**config.mk**
```make
export PLATFORM = sky130hd
export DESIGN_NAME = counter_top
export DESIGN_NICKNAME = d
export VERILOG_FILES = /design/src/cnt_pkg.sv /design/src/cnt_apb_regs.sv /design/src/cnt_channel.sv /design/src/cnt_intr_ctrl.sv /design/src/counter_top.sv
export SDC_FILE = /design/constraint.sdc
export NUM_CORES = 1
export LEC_CHECK = 0
export ABC_AREA = 1
export CAP_MARGIN = 20
export CORE_MARGIN = 1.5
export CORE_UTILIZATION = 55
export DETAILED_ROUTE_END_ITERATION = 6
export DONT_BUFFER_PORTS = 1
export HOLD_SLACK_MARGIN = 0.03
export PLACE_DENSITY = 0.7
export SLEW_MARGIN = 20
export SYNTH_ARGS = -nofsm -noshare
export SYNTH_HDL_FRONTEND = slang
export SYNTH_SLANG_ARGS = --single-unit
```
**constraint.sdc**
```tcl
create_clock -name i_pclk -period 9.3 [get_ports i_pclk]
set_clock_uncertainty 0.15 [all_clocks]
set_input_delay 1.395 -clock i_pclk [delete_from_list [all_inputs] [get_ports i_pclk]]
set_output_delay 1.395 -clock i_pclk [all_outputs]
set_load 0.005 [all_outputs]
```
**src/cnt_pkg.sv**
```systemverilog
`default_nettype none

package cnt_pkg;

  // channel count and datapath widths
  localparam int CNT_NUM = 4;
  localparam int CNT_W   = 32;
  // two interrupt sources per channel, compare at 2n and capture at 2n+1
  localparam int INTR_W  = 2 * CNT_NUM;

  // global register byte offsets
  localparam logic [31:0] ADDR_GLB_TRIG = 32'h00;
  localparam logic [31:0] ADDR_INTR_STS = 32'h04;
  localparam logic [31:0] ADDR_MASK_SET = 32'h08;
  localparam logic [31:0] ADDR_MASK_CLR = 32'h0C;

  // bits of the global trigger word
  localparam int TRIG_START_BIT = 0;
  localparam int TRIG_STOP_BIT  = 1;
  localparam int TRIG_CLEAR_BIT = 2;

  // channel window, one 16-byte block per channel
  localparam logic [31:0] CH_BASE   = 32'h20;
  localparam logic [31:0] CH_STRIDE = 32'h10;

  // register offsets inside a channel block
  localparam logic [3:0] OFS_CTRL    = 4'h0;
  localparam logic [3:0] OFS_TARGET  = 4'h4;
  localparam logic [3:0] OFS_COUNT   = 4'h8;
  localparam logic [3:0] OFS_CAPTURE = 4'hC;

  // CTRL bit positions
  localparam int CTRL_EN_BIT    = 0;
  localparam int CTRL_EDGE_BIT  = 1;
  localparam int CTRL_OVWR_BIT  = 2;
  localparam int CTRL_START_BIT = 4;
  localparam int CTRL_STOP_BIT  = 5;
  localparam int CTRL_CLEAR_BIT = 6;
  localparam int CTRL_RUN_BIT   = 8;
  localparam int CTRL_FULL_BIT  = 9;

  // per-channel configuration from the register block
  typedef struct packed {
    logic             enable;
    logic             capture_edge;
    logic             overwrite;
    logic [CNT_W-1:0] target;
  } cnt_cfg_t;

  // single-cycle trigger pulses
  typedef struct packed {
    logic start;
    logic stop;
    logic clear;
  } cnt_trig_t;

  // per-channel status back to the register block
  typedef struct packed {
    logic [CNT_W-1:0] count;
    logic [CNT_W-1:0] capture;
    logic             running;
    logic             cap_full;
    logic             cmp_evt;
    logic             cap_evt;
  } cnt_stat_t;

  // write strobes into the interrupt controller, one shared data word
  typedef struct packed {
    logic              sts_clr_wr;
    logic              mask_set_wr;
    logic              mask_clr_wr;
    logic [INTR_W-1:0] data;
  } intr_wr_t;

endpackage

`default_nettype wire

```
**src/cnt_apb_regs.sv**
```systemverilog
`timescale 1ns/1ps
`default_nettype none

module cnt_apb_regs (
  input  logic                      i_pclk,
  input  logic                      i_prst_n,
  input  logic [31:0]               i_paddr,
  input  logic [31:0]               i_pwdata,
  input  logic                      i_pwrite,
  input  logic                      i_psel,
  input  logic                      i_penable,
  output logic [31:0]               o_prdata,
  output cnt_pkg::cnt_cfg_t         o_cfg [cnt_pkg::CNT_NUM],
  output cnt_pkg::cnt_trig_t        o_trig [cnt_pkg::CNT_NUM],
  output logic [cnt_pkg::CNT_NUM-1:0] o_cap_read,
  input  cnt_pkg::cnt_stat_t        i_stat [cnt_pkg::CNT_NUM],
  output cnt_pkg::intr_wr_t         o_intr_wr,
  input  logic [cnt_pkg::INTR_W-1:0] i_intr_sts,
  input  logic [cnt_pkg::INTR_W-1:0] i_intr_mask
);

  logic               wr_en;
  logic               rd_en;
  logic [31:0]        rdata_mux;
  cnt_pkg::cnt_cfg_t  cfg_q [cnt_pkg::CNT_NUM];
  cnt_pkg::cnt_trig_t trig_q [cnt_pkg::CNT_NUM];

  // true when addr falls in the 16-byte block of channel n
  function automatic logic ch_match(input logic [31:0] addr, input int n);
    logic [31:0] base;
    base = cnt_pkg::CH_BASE + n * cnt_pkg::CH_STRIDE;
    return addr[31:4] == base[31:4];
  endfunction

  // zero-wait APB, everything acts in the setup phase
  assign wr_en = i_psel & i_pwrite & ~i_penable;
  assign rd_en = i_psel & ~i_pwrite & ~i_penable;

  // interrupt strobes go straight through, status and mask update at this edge
  assign o_intr_wr.sts_clr_wr  = wr_en && (i_paddr == cnt_pkg::ADDR_INTR_STS);
  assign o_intr_wr.mask_set_wr = wr_en && (i_paddr == cnt_pkg::ADDR_MASK_SET);
  assign o_intr_wr.mask_clr_wr = wr_en && (i_paddr == cnt_pkg::ADDR_MASK_CLR);
  assign o_intr_wr.data        = i_pwdata[cnt_pkg::INTR_W-1:0];

  // capture read returns the credit at the same edge the data is latched
  always_comb begin
    for (int n = 0; n < cnt_pkg::CNT_NUM; n++) begin
      o_cap_read[n] = rd_en && ch_match(i_paddr, n) &&
                      (i_paddr[3:0] == cnt_pkg::OFS_CAPTURE);
    end
  end

  // config registers and registered trigger pulses
  always_ff @(posedge i_pclk or negedge i_prst_n) begin
    if (!i_prst_n) begin
      for (int n = 0; n < cnt_pkg::CNT_NUM; n++) begin
        cfg_q[n]  <= '0;
        trig_q[n] <= '0;
      end
    end else begin
      for (int n = 0; n < cnt_pkg::CNT_NUM; n++) begin
        // pulses drop after one cycle
        trig_q[n] <= '0;
        if (wr_en && ch_match(i_paddr, n)) begin
          case (i_paddr[3:0])
            cnt_pkg::OFS_CTRL: begin
              cfg_q[n].enable       <= i_pwdata[cnt_pkg::CTRL_EN_BIT];
              cfg_q[n].capture_edge <= i_pwdata[cnt_pkg::CTRL_EDGE_BIT];
              cfg_q[n].overwrite    <= i_pwdata[cnt_pkg::CTRL_OVWR_BIT];
              // single triggers are not gated by enable
              trig_q[n].start <= i_pwdata[cnt_pkg::CTRL_START_BIT];
              trig_q[n].stop  <= i_pwdata[cnt_pkg::CTRL_STOP_BIT];
              trig_q[n].clear <= i_pwdata[cnt_pkg::CTRL_CLEAR_BIT];
            end
            cnt_pkg::OFS_TARGET: cfg_q[n].target <= i_pwdata;
            default: ;
          endcase
        end
        // global trigger only reaches enabled channels
        if (wr_en && (i_paddr == cnt_pkg::ADDR_GLB_TRIG) && cfg_q[n].enable) begin
          trig_q[n].start <= i_pwdata[cnt_pkg::TRIG_START_BIT];
          trig_q[n].stop  <= i_pwdata[cnt_pkg::TRIG_STOP_BIT];
          trig_q[n].clear <= i_pwdata[cnt_pkg::TRIG_CLEAR_BIT];
        end
      end
    end
  end

  assign o_cfg  = cfg_q;
  assign o_trig = trig_q;

  // read-back mux, unmapped and write-only words give 0
  always_comb begin
    rdata_mux = '0;
    case (i_paddr)
      cnt_pkg::ADDR_INTR_STS: rdata_mux[cnt_pkg::INTR_W-1:0] = i_intr_sts;
      cnt_pkg::ADDR_MASK_SET: rdata_mux[cnt_pkg::INTR_W-1:0] = i_intr_mask;
      default: ;
    endcase
    for (int n = 0; n < cnt_pkg::CNT_NUM; n++) begin
      if (ch_match(i_paddr, n)) begin
        case (i_paddr[3:0])
          cnt_pkg::OFS_CTRL: begin
            // trigger bits read back as 0
            rdata_mux[cnt_pkg::CTRL_EN_BIT]   = cfg_q[n].enable;
            rdata_mux[cnt_pkg::CTRL_EDGE_BIT] = cfg_q[n].capture_edge;
            rdata_mux[cnt_pkg::CTRL_OVWR_BIT] = cfg_q[n].overwrite;
            rdata_mux[cnt_pkg::CTRL_RUN_BIT]  = i_stat[n].running;
            rdata_mux[cnt_pkg::CTRL_FULL_BIT] = i_stat[n].cap_full;
          end
          cnt_pkg::OFS_TARGET:  rdata_mux = cfg_q[n].target;
          cnt_pkg::OFS_COUNT:   rdata_mux = i_stat[n].count;
          cnt_pkg::OFS_CAPTURE: rdata_mux = i_stat[n].capture;
          default: ;
        endcase
      end
    end
  end

  // read data latched at the end of setup, held until the next read
  always_ff @(posedge i_pclk or negedge i_prst_n) begin
    if (!i_prst_n) begin
      o_prdata <= '0;
    end else if (rd_en) begin
      o_prdata <= rdata_mux;
    end
  end

  // no trigger may stay high for two cycles
  for (genvar n = 0; n < cnt_pkg::CNT_NUM; n++) begin : g_trig_chk
    a_trig_one_cycle : assert property (
      @(posedge i_pclk) disable iff (!i_prst_n)
      (trig_q[n] != '0) |=> (trig_q[n] == '0)
    );
  end

endmodule

`default_nettype wire

```
**src/cnt_channel.sv**
```systemverilog
`timescale 1ns/1ps
`default_nettype none

module cnt_channel (
  input  logic               i_pclk,
  input  logic               i_prst_n,
  input  cnt_pkg::cnt_cfg_t  i_cfg,
  input  cnt_pkg::cnt_trig_t i_trig,
  input  logic               i_cap_read,
  input  logic               i_din_a,
  output logic               o_dout_a,
  output logic               o_dout_a_oen,
  output cnt_pkg::cnt_stat_t o_stat
);

  logic                      run_q;
  logic [cnt_pkg::CNT_W-1:0] cnt_q;
  logic [cnt_pkg::CNT_W-1:0] cap_q;
  logic                      cap_full_q;
  logic                      dout_q;
  logic                      cmp_evt_q;
  logic                      cap_evt_q;
  logic                      din_s1;
  logic                      din_s2;
  logic                      din_d;
  logic                      counting;
  logic                      cmp_hit;
  logic                      edge_hit;
  logic                      cap_take;

  // increments only with run flag and enable both set
  assign counting = run_q & i_cfg.enable;
  // match wraps the counter, a clear in the same cycle suppresses it
  assign cmp_hit  = counting & ~i_trig.clear & (cnt_q == i_cfg.target);

  // run flag, stop beats start
  always_ff @(posedge i_pclk or negedge i_prst_n) begin
    if (!i_prst_n) begin
      run_q <= 1'b0;
    end else if (i_trig.stop) begin
      run_q <= 1'b0;
    end else if (i_trig.start) begin
      run_q <= 1'b1;
    end
  end

  // counter, clear has top priority
  always_ff @(posedge i_pclk or negedge i_prst_n) begin
    if (!i_prst_n) begin
      cnt_q <= '0;
    end else if (i_trig.clear) begin
      cnt_q <= '0;
    end else if (cmp_hit) begin
      cnt_q <= '0;
    end else if (counting) begin
      cnt_q <= cnt_q + 1'b1;
    end
  end

  // waveform toggles on every match
  // so each half period is target+1 cycles
  always_ff @(posedge i_pclk or negedge i_prst_n) begin
    if (!i_prst_n) begin
      dout_q    <= 1'b0;
      cmp_evt_q <= 1'b0;
    end else begin
      dout_q    <= dout_q ^ cmp_hit;
      cmp_evt_q <= cmp_hit;
    end
  end

  // two-flop sync, then one more stage for edge detect
  always_ff @(posedge i_pclk or negedge i_prst_n) begin
    if (!i_prst_n) begin
      din_s1 <= 1'b0;
      din_s2 <= 1'b0;
      din_d  <= 1'b0;
    end else begin
      din_s1 <= i_din_a;
      din_s2 <= din_s1;
      din_d  <= din_s2;
    end
  end

  // edge select, 0 rising and 1 falling
  assign edge_hit = i_cfg.capture_edge ? (din_d & ~din_s2) : (din_s2 & ~din_d);
  // one credit, a full slot only takes a new value with overwrite
  assign cap_take = i_cfg.enable & edge_hit & (~cap_full_q | i_cfg.overwrite);

  // credit state, a capture in the read cycle keeps the slot full
  always_ff @(posedge i_pclk or negedge i_prst_n) begin
    if (!i_prst_n) begin
      cap_full_q <= 1'b0;
      cap_evt_q  <= 1'b0;
    end else begin
      cap_evt_q <= cap_take;
      if (cap_take) begin
        cap_full_q <= 1'b1;
      end else if (i_cap_read) begin
        cap_full_q <= 1'b0;
      end
    end
  end

  // captured count
  always_ff @(posedge i_pclk) begin
    if (cap_take) begin
      cap_q <= cnt_q;
    end
  end

  assign o_dout_a     = dout_q;
  assign o_dout_a_oen = i_cfg.enable;

  assign o_stat.count    = cnt_q;
  assign o_stat.capture  = cap_q;
  assign o_stat.running  = run_q;
  assign o_stat.cap_full = cap_full_q;
  assign o_stat.cmp_evt  = cmp_evt_q;
  assign o_stat.cap_evt  = cap_evt_q;

  // a held capture is not lost while discard mode is on
  a_cap_hold : assert property (
    @(posedge i_pclk) disable iff (!i_prst_n)
    (cap_full_q && !i_cfg.overwrite) |=> $stable(cap_q)
  );

endmodule

`default_nettype wire

```
**src/cnt_intr_ctrl.sv**
```systemverilog
`timescale 1ns/1ps
`default_nettype none

module cnt_intr_ctrl (
  input  logic                       i_pclk,
  input  logic                       i_prst_n,
  input  logic [cnt_pkg::INTR_W-1:0] i_evt,
  input  cnt_pkg::intr_wr_t          i_wr,
  output logic [cnt_pkg::INTR_W-1:0] o_sts,
  output logic [cnt_pkg::INTR_W-1:0] o_mask,
  output logic                       o_int
);

  logic [cnt_pkg::INTR_W-1:0] sts_q;
  logic [cnt_pkg::INTR_W-1:0] mask_q;
  logic [cnt_pkg::INTR_W-1:0] sts_clr;
  logic                       int_q;

  // w1c bits for this cycle
  assign sts_clr = i_wr.sts_clr_wr ? i_wr.data : '0;

  // sticky status where a new event beats the clear
  always_ff @(posedge i_pclk or negedge i_prst_n) begin
    if (!i_prst_n) begin
      sts_q <= '0;
    end else begin
      sts_q <= (sts_q & ~sts_clr) | i_evt;
    end
  end

  // mask with separate set and clear words
  always_ff @(posedge i_pclk or negedge i_prst_n) begin
    if (!i_prst_n) begin
      mask_q <= '0;
    end else if (i_wr.mask_set_wr) begin
      mask_q <= mask_q | i_wr.data;
    end else if (i_wr.mask_clr_wr) begin
      mask_q <= mask_q & ~i_wr.data;
    end
  end

  // level irq one cycle behind status
  always_ff @(posedge i_pclk or negedge i_prst_n) begin
    if (!i_prst_n) begin
      int_q <= 1'b0;
    end else begin
      int_q <= |(sts_q & mask_q);
    end
  end

  assign o_sts  = sts_q;
  assign o_mask = mask_q;
  assign o_int  = int_q;

  // a raised irq still has an enabled pending source
  // unless software cleared status or mask at the last edge
  a_int_cause : assert property (
    @(posedge i_pclk) disable iff (!i_prst_n)
    o_int |-> (|(sts_q & mask_q)) || $past(i_wr.sts_clr_wr || i_wr.mask_clr_wr)
  );

endmodule

`default_nettype wire

```
**src/counter_top.sv**
```systemverilog
`timescale 1ns/1ps
`default_nettype none

module counter_top (
  input  logic                        i_pclk,
  input  logic                        i_prst_n,
  input  logic [31:0]                 i_paddr,
  input  logic [31:0]                 i_pwdata,
  input  logic                        i_pwrite,
  input  logic                        i_psel,
  input  logic                        i_penable,
  output logic [31:0]                 o_prdata,
  input  logic [cnt_pkg::CNT_NUM-1:0] i_extern_din_a,
  output logic [cnt_pkg::CNT_NUM-1:0] o_extern_dout_a,
  output logic [cnt_pkg::CNT_NUM-1:0] o_extern_dout_a_oen,
  output logic                        o_int
);

  cnt_pkg::cnt_cfg_t          cfg [cnt_pkg::CNT_NUM];
  cnt_pkg::cnt_trig_t         trig [cnt_pkg::CNT_NUM];
  cnt_pkg::cnt_stat_t         stat [cnt_pkg::CNT_NUM];
  logic [cnt_pkg::CNT_NUM-1:0] cap_read;
  cnt_pkg::intr_wr_t          intr_wr;
  logic [cnt_pkg::INTR_W-1:0] intr_sts;
  logic [cnt_pkg::INTR_W-1:0] intr_mask;
  logic [cnt_pkg::INTR_W-1:0] intr_evt;

  // register block
  cnt_apb_regs u_regs (
    .i_pclk      (i_pclk),
    .i_prst_n    (i_prst_n),
    .i_paddr     (i_paddr),
    .i_pwdata    (i_pwdata),
    .i_pwrite    (i_pwrite),
    .i_psel      (i_psel),
    .i_penable   (i_penable),
    .o_prdata    (o_prdata),
    .o_cfg       (cfg),
    .o_trig      (trig),
    .o_cap_read  (cap_read),
    .i_stat      (stat),
    .o_intr_wr   (intr_wr),
    .i_intr_sts  (intr_sts),
    .i_intr_mask (intr_mask)
  );

  for (genvar n = 0; n < cnt_pkg::CNT_NUM; n++) begin : g_ch
    cnt_channel u_ch (
      .i_pclk       (i_pclk),
      .i_prst_n     (i_prst_n),
      .i_cfg        (cfg[n]),
      .i_trig       (trig[n]),
      .i_cap_read   (cap_read[n]),
      .i_din_a      (i_extern_din_a[n]),
      .o_dout_a     (o_extern_dout_a[n]),
      .o_dout_a_oen (o_extern_dout_a_oen[n]),
      .o_stat       (stat[n])
    );
    // compare on even bits, capture on odd
    assign intr_evt[2*n]   = stat[n].cmp_evt;
    assign intr_evt[2*n+1] = stat[n].cap_evt;
  end

  cnt_intr_ctrl u_intr (
    .i_pclk   (i_pclk),
    .i_prst_n (i_prst_n),
    .i_evt    (intr_evt),
    .i_wr     (intr_wr),
    .o_sts    (intr_sts),
    .o_mask   (intr_mask),
    .o_int    (o_int)
  );

endmodule

`default_nettype wire

```
==> impl_table.tex, run 1 <==
\begin{tabular}{lr}
\hline
Metric & Value \\
\hline
\multicolumn{2}{l}{\textbf{Worst hold path}} \\
\quad Launch instance of the worst min-delay path & g\_ch[3].u\_ch.din\_s1 \\
\quad Endpoint with the worst hold slack & g\_ch[3].u\_ch.din\_s2 \\
\quad Path class of the lowest-slack min-delay path & reg2reg \\
\quad Cell depth of the worst hold path & 0 \\
\multicolumn{2}{l}{\textbf{Setup path}} \\
\quad Worst setup EP type & register \\
\quad Required time of the critical path & 9650 ps \\
\quad Largest stage delay on the critical path & 920 ps \\
\quad CP Cell Sequence & inv\_1, nand2\_1, nor2\_4, buf\_4, nand3\_4, o21ai\_0 \\
\quad Kind of critical path & in2reg \\
\quad Critical register-to-register path startpoint & u\_regs.o\_cfg[69] \\
\quad Setup slack of the worst register-to-register path & 6460 ps \\
\quad Endpoint of the most critical register-to-register path & g\_ch[2].u\_ch.cnt\_q[23] \\
\quad Kind of launch point of the worst setup path & primary input \\
\quad WP data arrival & 4460 ps \\
\quad Largest fanout on the critical path & 77 \\
\quad Slowest CP cell & buf\_4 \\
\quad Depth of the most critical reg-to-reg path & 5 \\
\multicolumn{2}{l}{\textbf{STA}} \\
\quad Minimum hold slack & 196 ps \\
\quad Worst slew pin tran & 1120 ps \\
\quad Final Hold Violating Endpoints & 0 \\
\quad Maximum clock frequency & 0.244 GHz \\
\quad Rel. slew slack & 25.5\% \\
\quad Final Cycle Share & 44.2\% \\
\quad Unrepaired setup endpoints after global routing & no \\
\quad Total setup violations reported at the end of the flow & 0 \\
\quad Setup TNS & 0 ps \\
\quad Shortest clock period the worst path allows after layout & 4110 ps \\
\quad Max-slew violation count & 0 \\
\multicolumn{2}{l}{\textbf{Clock network}} \\
\quad Number of levels the H-tree was split into & 2 \\
\quad Worst skew pair latency & 630 ps \\
\quad Number of instances resized during post-cts repair & 0 \\
\quad Setup Fix Bufs, Post-CTS & 0 \\
\quad CTS Hold Bufs & 0 \\
\quad TritonCTS clock tree & done \\
\quad Largest buffer count on any clock path & 3 \\
\quad Num CTS Buffers & 54 \\
\quad Clock-pin slew of the registers on the worst-case setup and hold paths & 60 ps \\
\quad Clock Sink Count & 489 \\
\quad Root Buffer & clkbuf\_16 \\
\multicolumn{2}{l}{\textbf{Global route}} \\
\quad Number of global-route vias before repair & 22200 \\
\quad Largest net degree at the start of global routing & 362 \\
\quad Global-route wire length before repair & 139 mm \\
\quad Combined global-route utilization of all metal layers & 37.6\% \\
\quad Congestion Overflow GR & 0 \\
\quad Antenna violations before repair & 5 \\
\multicolumn{2}{l}{\textbf{Outcome}} \\
\quad Run status & completed \\
\multicolumn{2}{l}{\textbf{Logic synthesis}} \\
\quad Post-synth EDFFs & 128 \\
\quad Fraction of synthesized area in multiplexers & 0\% \\
\quad Syn Area/Cell & 7.91 µm² \\
\quad Number of instances in the synthesized netlist & 3310 \\
\quad Xor/xnor cell area share of the yosys netlist & 4.25\% \\
\quad Synth cell types & 46 \\
\quad Ranking of synthesized cells by instance count & nand2\_1 (1089), dfrtp\_1 (361), inv\_1 (304), nor2\_1 (249), o21ai\_0 (226) \\
\quad Sequential fraction of the synthesis area & 49.2\% \\
\quad Area fraction of the dominant cell type after synthesis & 34.5\% \\
\quad Share of synthesized cell area in full adder, half adder and majority cells & 0.191\% \\
\quad Cell taking the most area after synthesis & dfrtp\_1 \\
\quad Largest family of logic cells by synthesized area & simple AND/OR/NAND/NOR gates \\
\quad Async S/R FF share, synth & 73.8\% \\
\quad Count of warnings emitted by yosys & 0 \\
\quad Library cell with the highest instance count after synthesis & nand2\_1 \\
\quad Netlist area before placement & 26200 µm² \\
\quad Synthesized-area fraction occupied by ao, oa, aoi and oai cells & 10.5\% \\
\quad Top flip-flop cell by instance count after synthesis & dfrtp\_1 \\
\quad Post-synth net total & 3387 \\
\quad Leading post-synthesis cells by cell area & dfrtp\_1 (35\%), nand2\_1 (16\%), edfxtp\_1 (15\%) \\
\quad Seq cells post-synth & 489 \\
\quad Post-synthesis share of cell area spent on and, or, nand and nor gates & 28.7\% \\
\multicolumn{2}{l}{\textbf{Floorplanning}} \\
\quad Die Span Y & 221 µm \\
\quad DIE AREA & 48900 µm² \\
\quad Initial core utilization & 56.0\% \\
\quad DIE WIDTH & 221 µm \\
\quad Num rows & 79 \\
\quad Core area & 46800 µm² \\
\quad I/O Pins & 114 \\
\multicolumn{2}{l}{\textbf{Route}} \\
\quad DRC & 0 \\
\quad Number of vias per cell after detailed routing & 6.08 \\
\quad Drt first-iter violations & 3163 \\
\quad Total via count in the routed design & 23700 \\
\quad Wire per inst & 23.7 µm \\
\quad Number of routed nets with antenna violations & 0 \\
\quad Detailed-router iteration count before antenna repair & 6 \\
\quad Total length of routed wires & 92.3 mm \\
\multicolumn{2}{l}{\textbf{Flow run}} \\
\quad Reported max-cap violation count & 0 \\
\multicolumn{2}{l}{\textbf{Power and ir drop}} \\
\quad P per Cell Area & 162 nW/µm² \\
\quad Peak VDD IR & 0.130 mV \\
\quad Total leakage power & 11.4 nW \\
\multicolumn{2}{l}{\textbf{Placed design}} \\
\quad Final estimated routing congestion in global placement & 0.953 \\
\quad Post-detailed-placement half-perimeter wirelength & 66.0 mm \\
\quad Count of port buffers added during placement & 0 \\
\multicolumn{2}{l}{\textbf{Final layout}} \\
\quad Number of nets in the layout & 3323 \\
\quad Area growth syn-to-layout & 8.19\% \\
\quad Share of post-route cells with drive strength above 1 & 5.74\% \\
\hline
\end{tabular}
## metrics by stage
step	power (mW)	setup slack, ps	instances	instance area [µm²]	util, %
2_1_floorplan	2.29	5610	3310	26200	-
3_3_place_gp	2.33	4740	3797	26400	56.5
3_5_place_dp	2.33	4630	3797	26400	56.5
4_1_cts	4.58	5260	3899	28300	60.5
5_1_grt	4.67	4980	3899	28300	60.6
6_report	4.58	5190	3901	28300	60.6
## critical path: cells and delay by family
family                 cells  cell delay (ps)
AND/OR/NAND/NOR            3             1580
buffers and inverters      2              960
AO/OA/AOI/OAI              1              430
## final cells by class
type	count	area, µm²
fillers	4200	18400
flip-flops and latches	489	12900
multi-input cells	2364	11500
clock buffers	85	1640
inverters	320	1200
well taps	607	759
clock inverters	17	234
repair buffers	17	128
diodes	2	5.00
## power breakdown
group | switching, mW | total, mW | internal, mW
combinational | 0.0807 | 0.0968 | 0.0162
clock | 0.915 | 2.29 | 1.37
sequential | 0.00203 | 2.20 | 2.20
## registers in the layout, summed over array words and instances (netlist names), named ones only
| name | count |
|---|---|
| g_ch.u_ch.cnt_q | 128 |
| u_regs.o_trig | 12 |
| g_ch.u_ch.cmp_evt_q | 4 |
| u_intr.o_int | 1 |
| g_ch.u_ch.cap_evt_q | 4 |
| u_intr.o_sts | 8 |
| u_regs.o_cfg | 140 |
| g_ch.u_ch.cap_full_q | 4 |
| g_ch.u_ch.din_d | 4 |
| g_ch.u_ch.din_s1 | 4 |
| g_ch.u_ch.o_dout_a | 4 |
| g_ch.u_ch.din_s2 | 4 |
| u_regs.o_prdata | 32 |
| g_ch.u_ch.cap_q | 128 |
| g_ch.u_ch.run_q | 4 |
## routing by layer
| layer | global-route usage [%] | wire length [µm] |
|---|---|---|
| met1 | 52.6 | 38100 |
| met2 | 55.6 | 40300 |
| met4 | 18.5 | 4600 |
| met3 | 8.27 | 9340 |
| met5 | 0 | 15 |
## logic make-up (layout without fill, tap and decap cells)
group | count (synthesis) | after routing
and+or+nand+nor | 1756 | 1756
DFF | 489 | 489
AOI/OAI and AO/OA | 477 | 477
buffers and inverters | 457 | 439
xor gates and xnor gates | 127 | 127
adders and majority gates | 4 | 4
other | 0 | 2
## worst max-delay path by stage
stage / start / endpoint / slack, ps / cells after the start
2_1_floorplan: g_ch[1].u_ch.din_d / g_ch[1].u_ch.cap_q[0] / 5610 / 3
3_3_place_gp: i_paddr[0] / u_regs.o_cfg[134] / 4740 / 6
3_5_place_dp: i_paddr[0] / u_regs.o_cfg[128] / 4630 / 6
4_1_cts: i_paddr[0] / u_regs.o_cfg[128] / 5260 / 6
5_1_grt: i_paddr[1] / u_regs.o_cfg[128] / 4980 / 6
6_report: i_paddr[0] / u_regs.o_cfg[128] / 5190 / 6
## cell usage in the layout (no fill, tap or decap), types with 15 or more instances in the layout
master	netlist	final
o21ai_1	68	68
o22ai_1	69	69
nand4_1	103	103
nand2_1	1089	1088
o21ai_0	226	226
xor2_1	46	46
buf_4	21	17
xnor2_1	81	81
inv_1	304	304
inv_2	15	15
clkbuf_16	0	57
nor3_1	65	62
or2_2	22	22
clkbuf_1	50	17
o211ai_1	73	73
nand3_1	167	166
nor2_1	249	248
edfxtp_1	128	128
dfrtp_1	361	361
No activity file was read; power rests on OpenSTA's default activity.
==> inputs of run 2 (changes only) <==
clock period = 4.07 ns   (was 9.3 ns; I/O delays follow)
==> run 2 against run 1 <==
The flow now finishes with violations (negative hold slack). Sequential share of layout area is 0.54 points lower. Non-clock buffer count is 19 higher. Cell count is 0.46% higher. Total power is 140% higher. Flip-flop and latch count stayed put. Critical endpoint is now g_ch[2].u_ch.cnt_q[21]. Largest cell class unchanged.
==> impl_table.tex, run 2 (synthesis gave the netlist of run 1 again) <==
\begin{tabular}{lr}
\hline
Metric & Value \\
\hline
\multicolumn{2}{l}{\textbf{STA}} \\
\quad Worst slew pin tran & 1070 ps \\
\quad Max-slew violation count & 0 \\
\quad Unrepaired setup endpoints after global routing & no \\
\quad Total setup violations reported at the end of the flow & 0 \\
\quad Setup TNS & 0 ps \\
\quad Final Hold Violating Endpoints & 361 \\
\quad Shortest clock period the worst path allows after layout & 2700 ps \\
\quad Maximum clock frequency & 0.370 GHz \\
\quad Minimum hold slack & -467 ps \\
\quad Final Cycle Share & 66.4\% \\
\quad Minimum setup slack in the final design & 1370 ps \\
\quad Rel. slew slack & 28.1\% \\
\multicolumn{2}{l}{\textbf{Power and ir drop}} \\
\quad Peak VDD IR & 0.442 mV \\
\quad Switching power & 2.37 mW \\
\quad Clk network pwr share & 51.7\% \\
\quad Total leakage power & 11.5 nW \\
\quad Part of the total power dissipated in sequential elements & 46.1\% \\
\quad Power share of the combinational group & 2.1\% \\
\quad Total power & 10.9 mW \\
\quad Int Pwr & 8.53 mW \\
\quad P per Cell Area & 380 nW/µm² \\
\quad Switching Share & 21.7\% \\
\multicolumn{2}{l}{\textbf{Route}} \\
\quad Total length of routed wires & 93.1 mm \\
\quad Detailed-router iteration count before antenna repair & 6 \\
\quad Number of vias per cell after detailed routing & 6.09 \\
\quad Number of routed nets with antenna violations & 0 \\
\quad DRC & 0 \\
\quad Total via count in the routed design & 23900 \\
\quad Drt first-iter violations & 3095 \\
\quad Wire per inst & 23.7 µm \\
\multicolumn{2}{l}{\textbf{Clock network}} \\
\quad CTS Hold Bufs & 7 \\
\quad Setup Fix Bufs, Post-CTS & 0 \\
\quad Clock Sink Count & 489 \\
\quad Num CTS Buffers & 54 \\
\quad Number of instances resized during post-cts repair & 0 \\
\quad Root Buffer & clkbuf\_16 \\
\quad TritonCTS clock tree & done \\
\quad Largest buffer count on any clock path & 3 \\
\quad Worst skew pair latency & 620 ps \\
\quad Clock-pin slew of the registers on the worst-case setup and hold paths & 70 ps \\
\quad Number of levels the H-tree was split into & 2 \\
\multicolumn{2}{l}{\textbf{Global route}} \\
\quad Congestion Overflow GR & 0 \\
\quad Antenna violations before repair & 2 \\
\quad Global-route wire length before repair & 141 mm \\
\quad Largest net degree at the start of global routing & 362 \\
\quad Number of global-route vias before repair & 22400 \\
\quad Combined global-route utilization of all metal layers & 38.2\% \\
\multicolumn{2}{l}{\textbf{Final layout}} \\
\quad Max FFs per register & 140 \\
\quad Share of post-route cells with drive strength above 1 & 6.34\% \\
\quad Area growth syn-to-layout & 9.50\% \\
\quad Final cell count without fillers & 3919 \\
\quad Final Cell Area & 28700 µm² \\
\quad Most frequent cells in the layout & nand2\_1 (1088), dfrtp\_1 (361), inv\_1 (304) \\
\quad Leading cell type in the layout, fill and taps excluded & nand2\_1 \\
\quad Fin util & 61.3\% \\
\quad Number of nets in the layout & 3342 \\
\multicolumn{2}{l}{\textbf{Floorplanning}} \\
\quad Die Span Y & 221 µm \\
\quad DIE WIDTH & 221 µm \\
\quad Core area & 46800 µm² \\
\quad Initial core utilization & 56.0\% \\
\quad I/O Pins & 114 \\
\quad Num rows & 79 \\
\quad DIE AREA & 48900 µm² \\
\multicolumn{2}{l}{\textbf{Placed design}} \\
\quad Placed Instance Area & 26600 µm² \\
\quad Final estimated routing congestion in global placement & 0.970 \\
\quad Count of port buffers added during placement & 0 \\
\quad Post-detailed-placement half-perimeter wirelength & 65.6 mm \\
\quad Post-place setup slack & 1130 ps \\
\quad Number of cells in the design after placement & 3809 \\
\multicolumn{2}{l}{\textbf{Setup path}} \\
\quad WP data arrival & 3110 ps \\
\quad Worst setup EP type & register \\
\quad Setup slack of the worst register-to-register path & 1370 ps \\
\quad Largest fanout on the critical path & 18 \\
\quad Kind of launch point of the worst setup path & register \\
\quad Kind of critical path & reg2reg \\
\quad Required time of the critical path & 4470 ps \\
\multicolumn{2}{l}{\textbf{Flow run}} \\
\quad Reported max-cap violation count & 0 \\
\multicolumn{2}{l}{\textbf{Worst hold path}} \\
\quad Path class of the lowest-slack min-delay path & in2async \\
\multicolumn{2}{l}{\textbf{Outcome}} \\
\quad Violations in the final reports & negative hold slack \\
\quad Run status & finished with violations \\
\hline
\end{tabular}
[run 2: path summary, 6_finish.rpt]
| kind | endpoint | start | cells after the start |
|---|---|---|---|
| max | g_ch[2].u_ch.cnt_q[21] | u_regs.o_cfg[69] | 6 |
| min | g_ch[0].u_ch.din_s1 | i_prst_n | 0 |
| max reg2reg | g_ch[2].u_ch.cnt_q[21] | u_regs.o_cfg[69] | 6 |
| min reg2reg | g_ch[2].u_ch.din_s2 | g_ch[2].u_ch.din_s1 | 0 |
| max in group asynchronous | g_ch[0].u_ch.cnt_q[24] | i_prst_n | 0 |
| min in group i_pclk | u_regs.o_trig[8] | i_pwdata[4] | 2 |
[run 2: power by group through the flow]
| stage | clock [mW] | sequential [mW] | combinational [mW] |
|---|---|---|---|
| 2_1_floorplan | 0 | 5.12 | 0.111 |
| 3_3_place_gp | 0 | 5.12 | 0.216 |
| 3_5_place_dp | 0 | 5.12 | 0.218 |
| 4_1_cts | 5.67 | 5.03 | 0.226 |
| 5_1_grt | 5.86 | 5.03 | 0.242 |
| 6_report | 5.64 | 5.03 | 0.233 |
[run 2: layout make-up]
class	instances	area [µm²]
inverter	320	1200
fill	4217	18100
multi-input combinational	2364	11500
tap	607	759
timing repair buffer	36	325
sequential	489	12900
antenna	1	2.50
clock buffer	76	1580
clock inverter	26	455
[run 2: metal layers]
layer / track usage, % / vias to the layer above / part of all wire, %
met5: 0 / - / 0.014
met1: 54.3 / 11500 / 42
met2: 56.2 / 1334 / 43
li1: - / 10800 / -
met4: 19.1 / 2 / 5.6
met3: 7.21 / 241 / 10
[run 2: critical path: stages, from the launching register on]
cell and delay, ps:
dfrtp_1 550, nand2_1 250, nor2_1 820, nand2_2 500, nor2_1 210, nand2_1 80
nand2_1 60
